<file path="src/logic/dma_pkg.sv">
/*
 * Shared definitions for the DMA core.
 * Register offsets are word indices on the 4-bit register address.
 */
`default_nettype none

package dma_pkg;

  // Width of job identifiers and of the completion counter
  localparam int unsigned JobIdWidth = 16;

  typedef enum logic [3:0] {
    REG_SRC        = 4'd0,
    REG_DST        = 4'd1,
    REG_LEN        = 4'd2,
    REG_SRC_STRIDE = 4'd3,
    REG_DST_STRIDE = 4'd4,
    REG_REPS       = 4'd5,
    REG_NEXT_ID    = 4'd6,
    REG_DONE_ID    = 4'd7,
    REG_STATUS     = 4'd8
  } dma_reg_e;

  typedef enum logic [1:0] {
    MID_IDLE,
    MID_ISSUE,
    MID_WAIT
  } mid_state_e;

  typedef enum logic [2:0] {
    BE_IDLE,
    BE_READ,
    BE_WAIT_R,
    BE_WRITE,
    BE_DONE
  } be_state_e;

endpackage : dma_pkg

`default_nettype wire

</file>
<file path="src/logic/dma_backend.sv">
/*
 * Word-by-word copy over a request/grant memory port, one access at a time.
 * Addresses step by DataWidth/8; no byte strobes. Zero-length bursts skip memory.
 */
`timescale 1ns/10ps
`default_nettype none

module dma_backend #(
  parameter int unsigned AddrWidth = 32,
  parameter int unsigned DataWidth = 32
) (
  input  logic                 clk_i,
  input  logic                 arst_n_i,
  input  logic                 burst_valid_i,
  output logic                 burst_ready_o,
  input  logic [AddrWidth-1:0] burst_src_i,
  input  logic [AddrWidth-1:0] burst_dst_i,
  input  logic [AddrWidth-1:0] burst_len_i,
  output logic                 burst_done_o,
  output logic                 busy_o,
  output logic                 mem_req_o,
  output logic                 mem_we_o,
  output logic [AddrWidth-1:0] mem_addr_o,
  output logic [DataWidth-1:0] mem_wdata_o,
  input  logic                 mem_gnt_i,
  input  logic                 mem_rvalid_i,
  input  logic [DataWidth-1:0] mem_rdata_i
);
  import dma_pkg::*;

  localparam logic [AddrWidth-1:0] WordBytes = AddrWidth'(DataWidth / 8);

  be_state_e            state_q;
  be_state_e            state_d;
  logic [AddrWidth-1:0] src_q;
  logic [AddrWidth-1:0] dst_q;
  logic [AddrWidth-1:0] left_q;
  logic [DataWidth-1:0] data_q;
  logic                 done_q;
  logic                 accept;
  logic                 wr_gnt;

  assign burst_ready_o = (state_q == BE_IDLE);
  assign accept        = burst_valid_i && burst_ready_o;
  assign wr_gnt        = (state_q == BE_WRITE) && mem_gnt_i;

  assign mem_req_o    = (state_q == BE_READ) || (state_q == BE_WRITE);
  assign mem_we_o     = (state_q == BE_WRITE);
  assign mem_addr_o   = mem_we_o ? dst_q : src_q;
  assign mem_wdata_o  = data_q;
  assign burst_done_o = done_q;
  assign busy_o       = (state_q != BE_IDLE);

  always_comb begin
    state_d = state_q;
    case (state_q)
      BE_IDLE: begin
        if (accept) begin
          state_d = (burst_len_i == '0) ? BE_DONE : BE_READ;
        end
      end
      BE_READ:   if (mem_gnt_i) state_d = BE_WAIT_R;
      BE_WAIT_R: if (mem_rvalid_i) state_d = BE_WRITE;
      BE_WRITE: begin
        if (mem_gnt_i) begin
          state_d = (left_q == AddrWidth'(1)) ? BE_DONE : BE_READ;
        end
      end
      BE_DONE:   state_d = BE_IDLE;
      default:   state_d = BE_IDLE;
    endcase
  end

  always_ff @(posedge clk_i or negedge arst_n_i) begin
    if (!arst_n_i) begin
      state_q <= BE_IDLE;
      left_q  <= '0;
      done_q  <= 1'b0;
    end else begin
      state_q <= state_d;
      // Pulse in the cycle after DONE
      done_q  <= (state_q == BE_DONE);
      if (accept) begin
        left_q <= burst_len_i;
      end else if (wr_gnt) begin
        left_q <= left_q - 1'b1;
      end
    end
  end

  always_ff @(posedge clk_i) begin
    if (accept) begin
      src_q <= burst_src_i;
      dst_q <= burst_dst_i;
    end else if (wr_gnt) begin
      src_q <= src_q + WordBytes;
      dst_q <= dst_q + WordBytes;
    end
    if ((state_q == BE_WAIT_R) && mem_rvalid_i) begin
      data_q <= mem_rdata_i;
    end
  end

endmodule : dma_backend

`default_nettype wire

</file>
<file path="src/logic/dma_core_top.sv">
/*
 * DMA core: register frontend, job FIFO, 2D midend and copy backend.
 * Memory port is word granular with one access outstanding. JobFifoDepth >= 2.
 */
`timescale 1ns/10ps
`default_nettype none

module dma_core_top #(
  parameter int unsigned AddrWidth    = 32,
  parameter int unsigned DataWidth    = 32,
  parameter int unsigned JobFifoDepth = 4
) (
  input  logic                 clk_i,
  input  logic                 arst_n_i,
  input  logic                 reg_req_i,
  input  logic                 reg_we_i,
  input  logic [3:0]           reg_addr_i,
  input  logic [DataWidth-1:0] reg_wdata_i,
  output logic [DataWidth-1:0] reg_rdata_o,
  output logic                 reg_ready_o,
  output logic                 mem_req_o,
  output logic                 mem_we_o,
  output logic [AddrWidth-1:0] mem_addr_o,
  output logic [DataWidth-1:0] mem_wdata_o,
  input  logic                 mem_gnt_i,
  input  logic                 mem_rvalid_i,
  input  logic [DataWidth-1:0] mem_rdata_i
);

  // Frontend to FIFO
  logic                 fe_valid;
  logic                 fe_ready;
  logic [AddrWidth-1:0] fe_src;
  logic [AddrWidth-1:0] fe_dst;
  logic [AddrWidth-1:0] fe_len;
  logic [AddrWidth-1:0] fe_src_stride;
  logic [AddrWidth-1:0] fe_dst_stride;
  logic [AddrWidth-1:0] fe_reps;

  // FIFO to midend
  logic                 job_valid;
  logic                 job_ready;
  logic [AddrWidth-1:0] job_src;
  logic [AddrWidth-1:0] job_dst;
  logic [AddrWidth-1:0] job_len;
  logic [AddrWidth-1:0] job_src_stride;
  logic [AddrWidth-1:0] job_dst_stride;
  logic [AddrWidth-1:0] job_reps;

  // Midend to backend
  logic                 burst_valid;
  logic                 burst_ready;
  logic [AddrWidth-1:0] burst_src;
  logic [AddrWidth-1:0] burst_dst;
  logic [AddrWidth-1:0] burst_len;
  logic                 burst_done;

  logic                 job_done;
  logic                 mid_busy;
  logic                 be_busy;

  dma_reg_frontend #(
    .AddrWidth ( AddrWidth ),
    .DataWidth ( DataWidth )
  ) i_reg_frontend (
    .clk_i,
    .arst_n_i,
    .reg_req_i,
    .reg_we_i,
    .reg_addr_i,
    .reg_wdata_i,
    .reg_rdata_o,
    .reg_ready_o,
    .job_valid_o      ( fe_valid            ),
    .job_ready_i      ( fe_ready            ),
    .job_src_o        ( fe_src              ),
    .job_dst_o        ( fe_dst              ),
    .job_len_o        ( fe_len              ),
    .job_src_stride_o ( fe_src_stride       ),
    .job_dst_stride_o ( fe_dst_stride       ),
    .job_reps_o       ( fe_reps             ),
    .job_done_i       ( job_done            ),
    .busy_i           ( mid_busy | be_busy  )
  );

  dma_job_fifo #(
    .AddrWidth    ( AddrWidth    ),
    .JobFifoDepth ( JobFifoDepth )
  ) i_job_fifo (
    .clk_i,
    .arst_n_i,
    .push_valid_i      ( fe_valid       ),
    .push_ready_o      ( fe_ready       ),
    .push_src_i        ( fe_src         ),
    .push_dst_i        ( fe_dst         ),
    .push_len_i        ( fe_len         ),
    .push_src_stride_i ( fe_src_stride  ),
    .push_dst_stride_i ( fe_dst_stride  ),
    .push_reps_i       ( fe_reps        ),
    .pop_valid_o       ( job_valid      ),
    .pop_ready_i       ( job_ready      ),
    .pop_src_o         ( job_src        ),
    .pop_dst_o         ( job_dst        ),
    .pop_len_o         ( job_len        ),
    .pop_src_stride_o  ( job_src_stride ),
    .pop_dst_stride_o  ( job_dst_stride ),
    .pop_reps_o        ( job_reps       )
  );

  dma_nd_midend #(
    .AddrWidth ( AddrWidth )
  ) i_nd_midend (
    .clk_i,
    .arst_n_i,
    .job_valid_i      ( job_valid      ),
    .job_ready_o      ( job_ready      ),
    .job_src_i        ( job_src        ),
    .job_dst_i        ( job_dst        ),
    .job_len_i        ( job_len        ),
    .job_src_stride_i ( job_src_stride ),
    .job_dst_stride_i ( job_dst_stride ),
    .job_reps_i       ( job_reps       ),
    .burst_valid_o    ( burst_valid    ),
    .burst_ready_i    ( burst_ready    ),
    .burst_src_o      ( burst_src      ),
    .burst_dst_o      ( burst_dst      ),
    .burst_len_o      ( burst_len      ),
    .burst_done_i     ( burst_done     ),
    .job_done_o       ( job_done       ),
    .busy_o           ( mid_busy       )
  );

  dma_backend #(
    .AddrWidth ( AddrWidth ),
    .DataWidth ( DataWidth )
  ) i_backend (
    .clk_i,
    .arst_n_i,
    .burst_valid_i ( burst_valid ),
    .burst_ready_o ( burst_ready ),
    .burst_src_i   ( burst_src   ),
    .burst_dst_i   ( burst_dst   ),
    .burst_len_i   ( burst_len   ),
    .burst_done_o  ( burst_done  ),
    .busy_o        ( be_busy     ),
    .mem_req_o,
    .mem_we_o,
    .mem_addr_o,
    .mem_wdata_o,
    .mem_gnt_i,
    .mem_rvalid_i,
    .mem_rdata_i
  );

endmodule : dma_core_top

`default_nettype wire

</file>
<file path="src/logic/dma_job_fifo.sv">
/*
 * Job queue, not fall-through: a pushed job shows on the output one cycle later.
 * JobFifoDepth must be at least 2.
 */
`timescale 1ns/10ps
`default_nettype none

module dma_job_fifo #(
  parameter int unsigned AddrWidth    = 32,
  parameter int unsigned JobFifoDepth = 4
) (
  input  logic                 clk_i,
  input  logic                 arst_n_i,
  input  logic                 push_valid_i,
  output logic                 push_ready_o,
  input  logic [AddrWidth-1:0] push_src_i,
  input  logic [AddrWidth-1:0] push_dst_i,
  input  logic [AddrWidth-1:0] push_len_i,
  input  logic [AddrWidth-1:0] push_src_stride_i,
  input  logic [AddrWidth-1:0] push_dst_stride_i,
  input  logic [AddrWidth-1:0] push_reps_i,
  output logic                 pop_valid_o,
  input  logic                 pop_ready_i,
  output logic [AddrWidth-1:0] pop_src_o,
  output logic [AddrWidth-1:0] pop_dst_o,
  output logic [AddrWidth-1:0] pop_len_o,
  output logic [AddrWidth-1:0] pop_src_stride_o,
  output logic [AddrWidth-1:0] pop_dst_stride_o,
  output logic [AddrWidth-1:0] pop_reps_o
);

  localparam int unsigned PtrWidth = $clog2(JobFifoDepth);
  localparam int unsigned CntWidth = $clog2(JobFifoDepth + 1);

  logic [AddrWidth-1:0] src_mem        [JobFifoDepth];
  logic [AddrWidth-1:0] dst_mem        [JobFifoDepth];
  logic [AddrWidth-1:0] len_mem        [JobFifoDepth];
  logic [AddrWidth-1:0] src_stride_mem [JobFifoDepth];
  logic [AddrWidth-1:0] dst_stride_mem [JobFifoDepth];
  logic [AddrWidth-1:0] reps_mem       [JobFifoDepth];
  logic [PtrWidth-1:0]  wr_ptr_q;
  logic [PtrWidth-1:0]  rd_ptr_q;
  logic [CntWidth-1:0]  count_q;
  logic                 push;
  logic                 pop;

  // Wraps for depths that are not a power of two
  function automatic logic [PtrWidth-1:0] ptr_next(logic [PtrWidth-1:0] ptr);
    return (ptr == PtrWidth'(JobFifoDepth - 1)) ? '0 : ptr + 1'b1;
  endfunction

  assign push_ready_o = (count_q != CntWidth'(JobFifoDepth));
  assign pop_valid_o  = (count_q != '0);
  assign push         = push_valid_i && push_ready_o;
  assign pop          = pop_valid_o && pop_ready_i;

  assign pop_src_o        = src_mem[rd_ptr_q];
  assign pop_dst_o        = dst_mem[rd_ptr_q];
  assign pop_len_o        = len_mem[rd_ptr_q];
  assign pop_src_stride_o = src_stride_mem[rd_ptr_q];
  assign pop_dst_stride_o = dst_stride_mem[rd_ptr_q];
  assign pop_reps_o       = reps_mem[rd_ptr_q];

  always_ff @(posedge clk_i) begin
    if (push) begin
      src_mem[wr_ptr_q]        <= push_src_i;
      dst_mem[wr_ptr_q]        <= push_dst_i;
      len_mem[wr_ptr_q]        <= push_len_i;
      src_stride_mem[wr_ptr_q] <= push_src_stride_i;
      dst_stride_mem[wr_ptr_q] <= push_dst_stride_i;
      reps_mem[wr_ptr_q]       <= push_reps_i;
    end
  end

  always_ff @(posedge clk_i or negedge arst_n_i) begin
    if (!arst_n_i) begin
      wr_ptr_q <= '0;
      rd_ptr_q <= '0;
      count_q  <= '0;
    end else begin
      if (push) begin
        wr_ptr_q <= ptr_next(wr_ptr_q);
      end
      if (pop) begin
        rd_ptr_q <= ptr_next(rd_ptr_q);
      end
      case ({push, pop})
        2'b10:   count_q <= count_q + 1'b1;
        2'b01:   count_q <= count_q - 1'b1;
        default: ;
      endcase
    end
  end

endmodule : dma_job_fifo

`default_nettype wire

</file>
<file path="src/logic/dma_nd_midend.sv">
/*
 * Expands a two-dimensional job into one burst per repetition.
 * Only one burst is in flight; a reps value of 0 runs once.
 */
`timescale 1ns/10ps
`default_nettype none

module dma_nd_midend #(
  parameter int unsigned AddrWidth = 32
) (
  input  logic                 clk_i,
  input  logic                 arst_n_i,
  input  logic                 job_valid_i,
  output logic                 job_ready_o,
  input  logic [AddrWidth-1:0] job_src_i,
  input  logic [AddrWidth-1:0] job_dst_i,
  input  logic [AddrWidth-1:0] job_len_i,
  input  logic [AddrWidth-1:0] job_src_stride_i,
  input  logic [AddrWidth-1:0] job_dst_stride_i,
  input  logic [AddrWidth-1:0] job_reps_i,
  output logic                 burst_valid_o,
  input  logic                 burst_ready_i,
  output logic [AddrWidth-1:0] burst_src_o,
  output logic [AddrWidth-1:0] burst_dst_o,
  output logic [AddrWidth-1:0] burst_len_o,
  input  logic                 burst_done_i,
  output logic                 job_done_o,
  output logic                 busy_o
);
  import dma_pkg::*;

  mid_state_e           state_q;
  mid_state_e           state_d;
  logic [AddrWidth-1:0] cur_src_q;
  logic [AddrWidth-1:0] cur_dst_q;
  logic [AddrWidth-1:0] len_q;
  logic [AddrWidth-1:0] src_stride_q;
  logic [AddrWidth-1:0] dst_stride_q;
  logic [AddrWidth-1:0] reps_left_q;
  logic                 job_done_q;
  logic                 accept;
  logic                 step;
  logic                 last;

  assign job_ready_o = (state_q == MID_IDLE);
  assign accept      = job_valid_i && job_ready_o;
  assign step        = (state_q == MID_WAIT) && burst_done_i;
  assign last        = (reps_left_q == AddrWidth'(1));

  assign burst_valid_o = (state_q == MID_ISSUE);
  assign burst_src_o   = cur_src_q;
  assign burst_dst_o   = cur_dst_q;
  assign burst_len_o   = len_q;
  assign job_done_o    = job_done_q;
  assign busy_o        = (state_q != MID_IDLE);

  always_comb begin
    state_d = state_q;
    case (state_q)
      MID_IDLE:  if (accept) state_d = MID_ISSUE;
      MID_ISSUE: if (burst_ready_i) state_d = MID_WAIT;
      MID_WAIT:  if (burst_done_i) state_d = last ? MID_IDLE : MID_ISSUE;
      default:   state_d = MID_IDLE;
    endcase
  end

  always_ff @(posedge clk_i or negedge arst_n_i) begin
    if (!arst_n_i) begin
      state_q     <= MID_IDLE;
      reps_left_q <= '0;
      job_done_q  <= 1'b0;
    end else begin
      state_q    <= state_d;
      job_done_q <= step && last;
      if (accept) begin
        reps_left_q <= (job_reps_i == '0) ? AddrWidth'(1) : job_reps_i;
      end else if (step) begin
        reps_left_q <= reps_left_q - 1'b1;
      end
    end
  end

  // Running addresses move by one stride per finished burst
  always_ff @(posedge clk_i) begin
    if (accept) begin
      cur_src_q    <= job_src_i;
      cur_dst_q    <= job_dst_i;
      len_q        <= job_len_i;
      src_stride_q <= job_src_stride_i;
      dst_stride_q <= job_dst_stride_i;
    end else if (step) begin
      cur_src_q <= cur_src_q + src_stride_q;
      cur_dst_q <= cur_dst_q + dst_stride_q;
    end
  end

endmodule : dma_nd_midend

`default_nettype wire

</file>
<file path="src/logic/dma_reg_frontend.sv">
/*
 * Job registers behind a request/ready port. Reading NEXT_ID launches the job
 * currently held in the registers. DataWidth must be at least JobIdWidth.
 */
`timescale 1ns/10ps
`default_nettype none

module dma_reg_frontend #(
  parameter int unsigned AddrWidth = 32,
  parameter int unsigned DataWidth = 32
) (
  input  logic                 clk_i,
  input  logic                 arst_n_i,
  input  logic                 reg_req_i,
  input  logic                 reg_we_i,
  input  logic [3:0]           reg_addr_i,
  input  logic [DataWidth-1:0] reg_wdata_i,
  output logic [DataWidth-1:0] reg_rdata_o,
  output logic                 reg_ready_o,
  output logic                 job_valid_o,
  input  logic                 job_ready_i,
  output logic [AddrWidth-1:0] job_src_o,
  output logic [AddrWidth-1:0] job_dst_o,
  output logic [AddrWidth-1:0] job_len_o,
  output logic [AddrWidth-1:0] job_src_stride_o,
  output logic [AddrWidth-1:0] job_dst_stride_o,
  output logic [AddrWidth-1:0] job_reps_o,
  input  logic                 job_done_i,
  input  logic                 busy_i
);
  import dma_pkg::*;

  dma_reg_e              reg_sel;
  logic                  launch_rd;
  logic                  wr_en;
  logic [JobIdWidth-1:0] next_id_q;
  logic [JobIdWidth-1:0] new_id;
  logic [JobIdWidth-1:0] done_id_q;

  assign reg_sel   = dma_reg_e'(reg_addr_i);
  assign wr_en     = reg_req_i && reg_we_i;
  assign launch_rd = reg_req_i && !reg_we_i && (reg_sel == REG_NEXT_ID);
  assign new_id    = next_id_q + 1'b1;

  // Launch stalls the port while the job FIFO is full
  assign reg_ready_o = !(launch_rd && !job_ready_i);
  assign job_valid_o = launch_rd;

  always_ff @(posedge clk_i or negedge arst_n_i) begin
    if (!arst_n_i) begin
      job_src_o        <= '0;
      job_dst_o        <= '0;
      job_len_o        <= '0;
      job_src_stride_o <= '0;
      job_dst_stride_o <= '0;
      job_reps_o       <= '0;
    end else if (wr_en) begin
      case (reg_sel)
        REG_SRC:        job_src_o        <= AddrWidth'(reg_wdata_i);
        REG_DST:        job_dst_o        <= AddrWidth'(reg_wdata_i);
        REG_LEN:        job_len_o        <= AddrWidth'(reg_wdata_i);
        REG_SRC_STRIDE: job_src_stride_o <= AddrWidth'(reg_wdata_i);
        REG_DST_STRIDE: job_dst_stride_o <= AddrWidth'(reg_wdata_i);
        REG_REPS:       job_reps_o       <= AddrWidth'(reg_wdata_i);
        default: ;
      endcase
    end
  end

  always_ff @(posedge clk_i or negedge arst_n_i) begin
    if (!arst_n_i) begin
      next_id_q <= '0;
      done_id_q <= '0;
    end else begin
      if (launch_rd && job_ready_i) begin
        next_id_q <= new_id;
      end
      if (job_done_i) begin
        done_id_q <= done_id_q + 1'b1;
      end
    end
  end

  always_comb begin
    reg_rdata_o = '0;
    case (reg_sel)
      REG_SRC:        reg_rdata_o = DataWidth'(job_src_o);
      REG_DST:        reg_rdata_o = DataWidth'(job_dst_o);
      REG_LEN:        reg_rdata_o = DataWidth'(job_len_o);
      REG_SRC_STRIDE: reg_rdata_o = DataWidth'(job_src_stride_o);
      REG_DST_STRIDE: reg_rdata_o = DataWidth'(job_dst_stride_o);
      REG_REPS:       reg_rdata_o = DataWidth'(job_reps_o);
      // Identifier the job gets if this read launches it
      REG_NEXT_ID:    reg_rdata_o = DataWidth'(new_id);
      REG_DONE_ID:    reg_rdata_o = DataWidth'(done_id_q);
      REG_STATUS:     reg_rdata_o = DataWidth'(busy_i);
      default: ;
    endcase
  end

endmodule : dma_reg_frontend

`default_nettype wire

</file>
<file path="config.mk">
export PLATFORM = sky130hd
export DESIGN_NAME = dma_core_top
export DESIGN_NICKNAME = d
export VERILOG_FILES = /design/src/logic/dma_pkg.sv /design/src/logic/dma_backend.sv /design/src/logic/dma_core_top.sv /design/src/logic/dma_job_fifo.sv /design/src/logic/dma_nd_midend.sv /design/src/logic/dma_reg_frontend.sv
export SDC_FILE = /design/constraint.sdc
export NUM_CORES = 2
export LEC_CHECK = 0
export BUFFER_PORTS_ARGS = -buffer_cell sky130_fd_sc_hd__buf_2
export CELL_PAD_IN_SITES_DETAIL_PLACEMENT = 1
export CELL_PAD_IN_SITES_GLOBAL_PLACEMENT = 1
export CORE_MARGIN = 8
export CORE_UTILIZATION = 48
export CTS_CLUSTER_SIZE = 16
export DETAILED_ROUTE_END_ITERATION = 8
export PLACE_DENSITY_LB_ADDON = 0.1
export SETUP_SLACK_MARGIN = 0.15
export SYNTH_ARGS = -nofsm -noshare
export SYNTH_HDL_FRONTEND = slang
export SYNTH_SLANG_ARGS = --single-unit
</file>
<file path="constraint.sdc">
create_clock -name clk_i -period 5.55 [get_ports clk_i]
set_clock_uncertainty 0.05 [all_clocks]
set_input_delay 1.665 -clock clk_i [delete_from_list [all_inputs] [get_ports clk_i]]
set_output_delay 1.665 -clock clk_i [all_outputs]
set_load 0.01 [all_outputs]
</file>
==> flow_summary.toml <==
[detailed_routing]
drtPass1Iterations = 5
ant_nets = 0
wl_mm = 157
drcViolationCount = 0
dr_total_vias = 32500
post_drt_wl_per_cell_um = 29.3
drtIter0Drc = 3260
vias_per_cell = 6.06

[worst_setup_path]
rr_startpoint = "i_backend.state_q[0]"
reg2reg_slack_ps = 1500
slowest_stage = "nor2_2"
critPathLaunchType = "primary input"
crit_fanout = 16
crit_path_cell_trace = "buf_2 > nand2b_1 > nor2_2 > buf_12 > a22oi_1 > nand3_1 > buf_2"
reg2reg_depth = 8
critical_path_class = "primary input to output pin"
cp-end-kind = "output pin"
worstPathRequired_ps = 3840
critical_path.top_delay_family = "simple AND/OR/NAND/NOR gates"
max_stage_delay_ps = 530
cp.arrival_ps = 3440
crit_top_cell = "buf_2"
worstReg2RegEnd = "i_backend.left_q[30]"
critical_path_buf_inv_count = 3

[power_and_ir_drop]
p_int_mw = 22.6
switchingPower_mw = 11.9
p_seq_share_pct = 43.8
ir_drop_uv = 315
clockPowerShare_pct = 26.6
p_per_area_mw_per_mm2 = 546
combPwrFrac_pct = 29.6
power_leakage_nw = 22.5
swShare_pct = 34.4

[synth]
synth.distinct_cells = 76
synth_edf_count = 1024
ys_async_sr_fraction_pct = 22.8
synth_ff_type = "edfxtp_1"
yosys_warnings = 0
synth_area_sq_mm = 0.0555
synth-seq-cells = 1326
syn_avg_cell_area_sq_um = 15.8
synth-seq-area-share_pct = 69.1
syn_inst = 3512
syn_nets = 3665

[clock_network]
clk_pin_slew_worst_paths_ps = 50
clock_latency_ps = 750
cts_tree = "built"
cts_made_buffers = 140
h-tree-depth = 4
root_buffer = "clkbuf_16"
hold_buffers = 0
cts_setup_buffers = 0
clock-sinks = 1326
cts_resized = 0
clk_path_buf_depth = 3

[floorplanning]
dieArea_sq_mm = 0.127
io_pins = 173
num_rows = 124
coreArea_sq_mm = 0.115
fp.dieH_um = 356
start_util_pct = 48.4
fp.dieW_um = 356

[sta]
finalHoldViolCount = 0
slew_viol_final = 0
fin_setup_tns_ps = 0
fmax_mhz = 194
slew_headroom_pct = 16.0
min_period_ps = 5150
setup_viol = 0
finalCritPeriodShare_pct = 92.9
tightest_slew_ps = 1250
grt_setup_unrepaired = "false"

[hold_path]
hold_path_depth = 1
hold-path-endpoint = "i_reg_frontend.done_id_q[15]"
hold_path.class = "flip-flop to flip-flop"
worstHoldStart = "i_reg_frontend.done_id_q[15]"

[outcome]
run_status = "complete, no violations"

[layout]
drive_gt1_share_pct = 22.7
syn_to_final_growth_pct = 13.9
final_cell_count_no_fill = 5365
nets = 3889

[placement]
io_buffers = 172
placedCellCount = 5106
place_congestion = 0.881
hpwl_mm = 110

[global_route]
grt_usage_pct = 24.6
grt_start_max_net_pins = 154
grt_pass1_wl_mm = 233
grt_pass1_vias = 34500
overflow = 0
antenna_found_initial = 14

[run]
cap_violations = 0
==> layer usage <==
| metal | routed length, um | vias to the layer above | GRT usage (%) | share of wire [%] |
|---|---|---|---|---|
| met5 | 23 | - | 0 | 0.015 |
| met4 | 3210 | 4 | 5.83 | 2.0 |
| met3 | 10100 | 184 | 4.33 | 6.4 |
| met2 | 73200 | 1059 | 38.8 | 47 |
| met1 | 70700 | 17200 | 36.0 | 45 |
| li1 | - | 14100 | - | - |
==> power groups by stage <==
stage | Sequential (mW) | Combinational (mW) | Clock [mW]
detailed placement | 15.3 | 10.2 | 0
global placement | 15.2 | 9.90 | 0
CTS | 15.1 | 10.3 | 9.33
floorplan | 14.2 | 7.29 | 0
global route | 15.3 | 11.2 | 9.65
finish | 15.1 | 10.2 | 9.16
==> how the worst max path moves through the flow <==
stage	start	to	slack (ps)	depth (start not counted)
3_3_place_gp	reg_addr_i[0]	reg_rdata_o[1]	440	7
3_5_place_dp	reg_addr_i[0]	reg_rdata_o[1]	420	7
5_1_grt	i_reg_frontend.next_id_q[0]	reg_rdata_o[15]	290	9
6_report	reg_addr_i[0]	reg_rdata_o[17]	400	7
4_1_cts	i_reg_frontend.next_id_q[0]	reg_rdata_o[15]	370	9
2_1_floorplan	i_nd_midend.state_q[1]	i_job_fifo.count_q[2]	160	11
==> cell families after synthesis <==
group / count (synthesis) / synth area share, %
AO/OA/AOI/OAI: 521 / 6.00
flip-flops: 1326 / 69.1
AND/OR/NAND/NOR: 790 / 6.71
buffers and inverters: 206 / 1.42
adder cells (fa/ha/maj): 79 / 1.82
multiplexers: 396 / 11.9
XOR/XNOR: 194 / 3.06
==> through the flow <==
stage	hold WS (ps)	power (mW)	instance area (sq um)	utilization, %	setup WS [ps]
final	452	34.5	63200	55.2	396
after global routing	472	36.1	63200	55.2	285
after CTS	451	34.7	63200	55.2	369
after detailed placement	439	25.5	58700	51.2	421
after global placement	422	25.1	58700	51.2	436
after floorplan	396	21.5	55500	-	159
==> synthesized netlist by cell type (40+ instances only) <==
| master | number | area [sq um] |
|---|---|---|
| a21oi_1 | 108 | 541 |
| dfrtp_1 | 302 | 7560 |
| inv_1 | 40 | 150 |
| nand3_1 | 71 | 355 |
| mux4_2 | 192 | 4320 |
| edfxtp_1 | 1024 | 30700 |
| nand2_1 | 368 | 1380 |
| ha_1 | 76 | 951 |
| clkbuf_1 | 120 | 450 |
| nor3_1 | 41 | 205 |
| nor2_1 | 128 | 480 |
| xor2_1 | 81 | 709 |
| o21ai_0 | 164 | 821 |
| mux2_2 | 193 | 2170 |
| a22oi_1 | 76 | 571 |
| xnor2_1 | 113 | 990 |
==> state kept, by name (all words and copies together) (netlist names), 128 cells and up <==
register / flops
i_job_fifo.reps_mem: 128
i_job_fifo.len_mem: 128
i_job_fifo.src_stride_mem: 128
i_job_fifo.dst_mem: 128
i_job_fifo.src_mem: 128
i_job_fifo.dst_stride_mem: 128
==> worst reg2reg max path, stage by stage, from the launching register on <==
cell and delay [ps]:
dfrtp_1 480, nor2b_1 510, nand2_1 150, inv_1 880
nand2_1 780, or3_1 600, and3b_1 250, mux2i_1 200
a21o_1 110
==> cell type report <==
type                    instances  area (sq um)
clock buffers                 199          4010
repair buffers                247          1850
flip-flops and latches       1326         38300
well taps                    1512          1890
fillers                     10600         51300
diodes                          5          12.5
clock inverters                55           482
inverters                      41           161
multi-input cells            1980         16500
==> layout by cell type (no fill, tap or decap), types with 21 or more instances in the layout <==
cell type / Yosys / final
and3_1: 31 / 21
a21o_1: 28 / 28
edfxtp_1: 1024 / 1024
a21oi_1: 108 / 108
nor4_1: 29 / 29
clkbuf_1: 120 / 38
nor3_1: 41 / 38
mux2_2: 193 / 193
xnor2_1: 113 / 113
mux4_2: 192 / 192
nand2_1: 368 / 367
nor2_1: 128 / 127
clkbuf_16: 0 / 147
o21ai_0: 164 / 164
ha_1: 76 / 76
nand4_1: 36 / 36
dfrtp_1: 302 / 300
a22oi_1: 76 / 76
nand3_1: 71 / 71
buf_12: 0 / 33
buf_2: 12 / 171
buf_4: 0 / 42
xor2_1: 81 / 81
clkinv_2: 0 / 23
inv_1: 40 / 37
(Power assumes the default switching activity.)
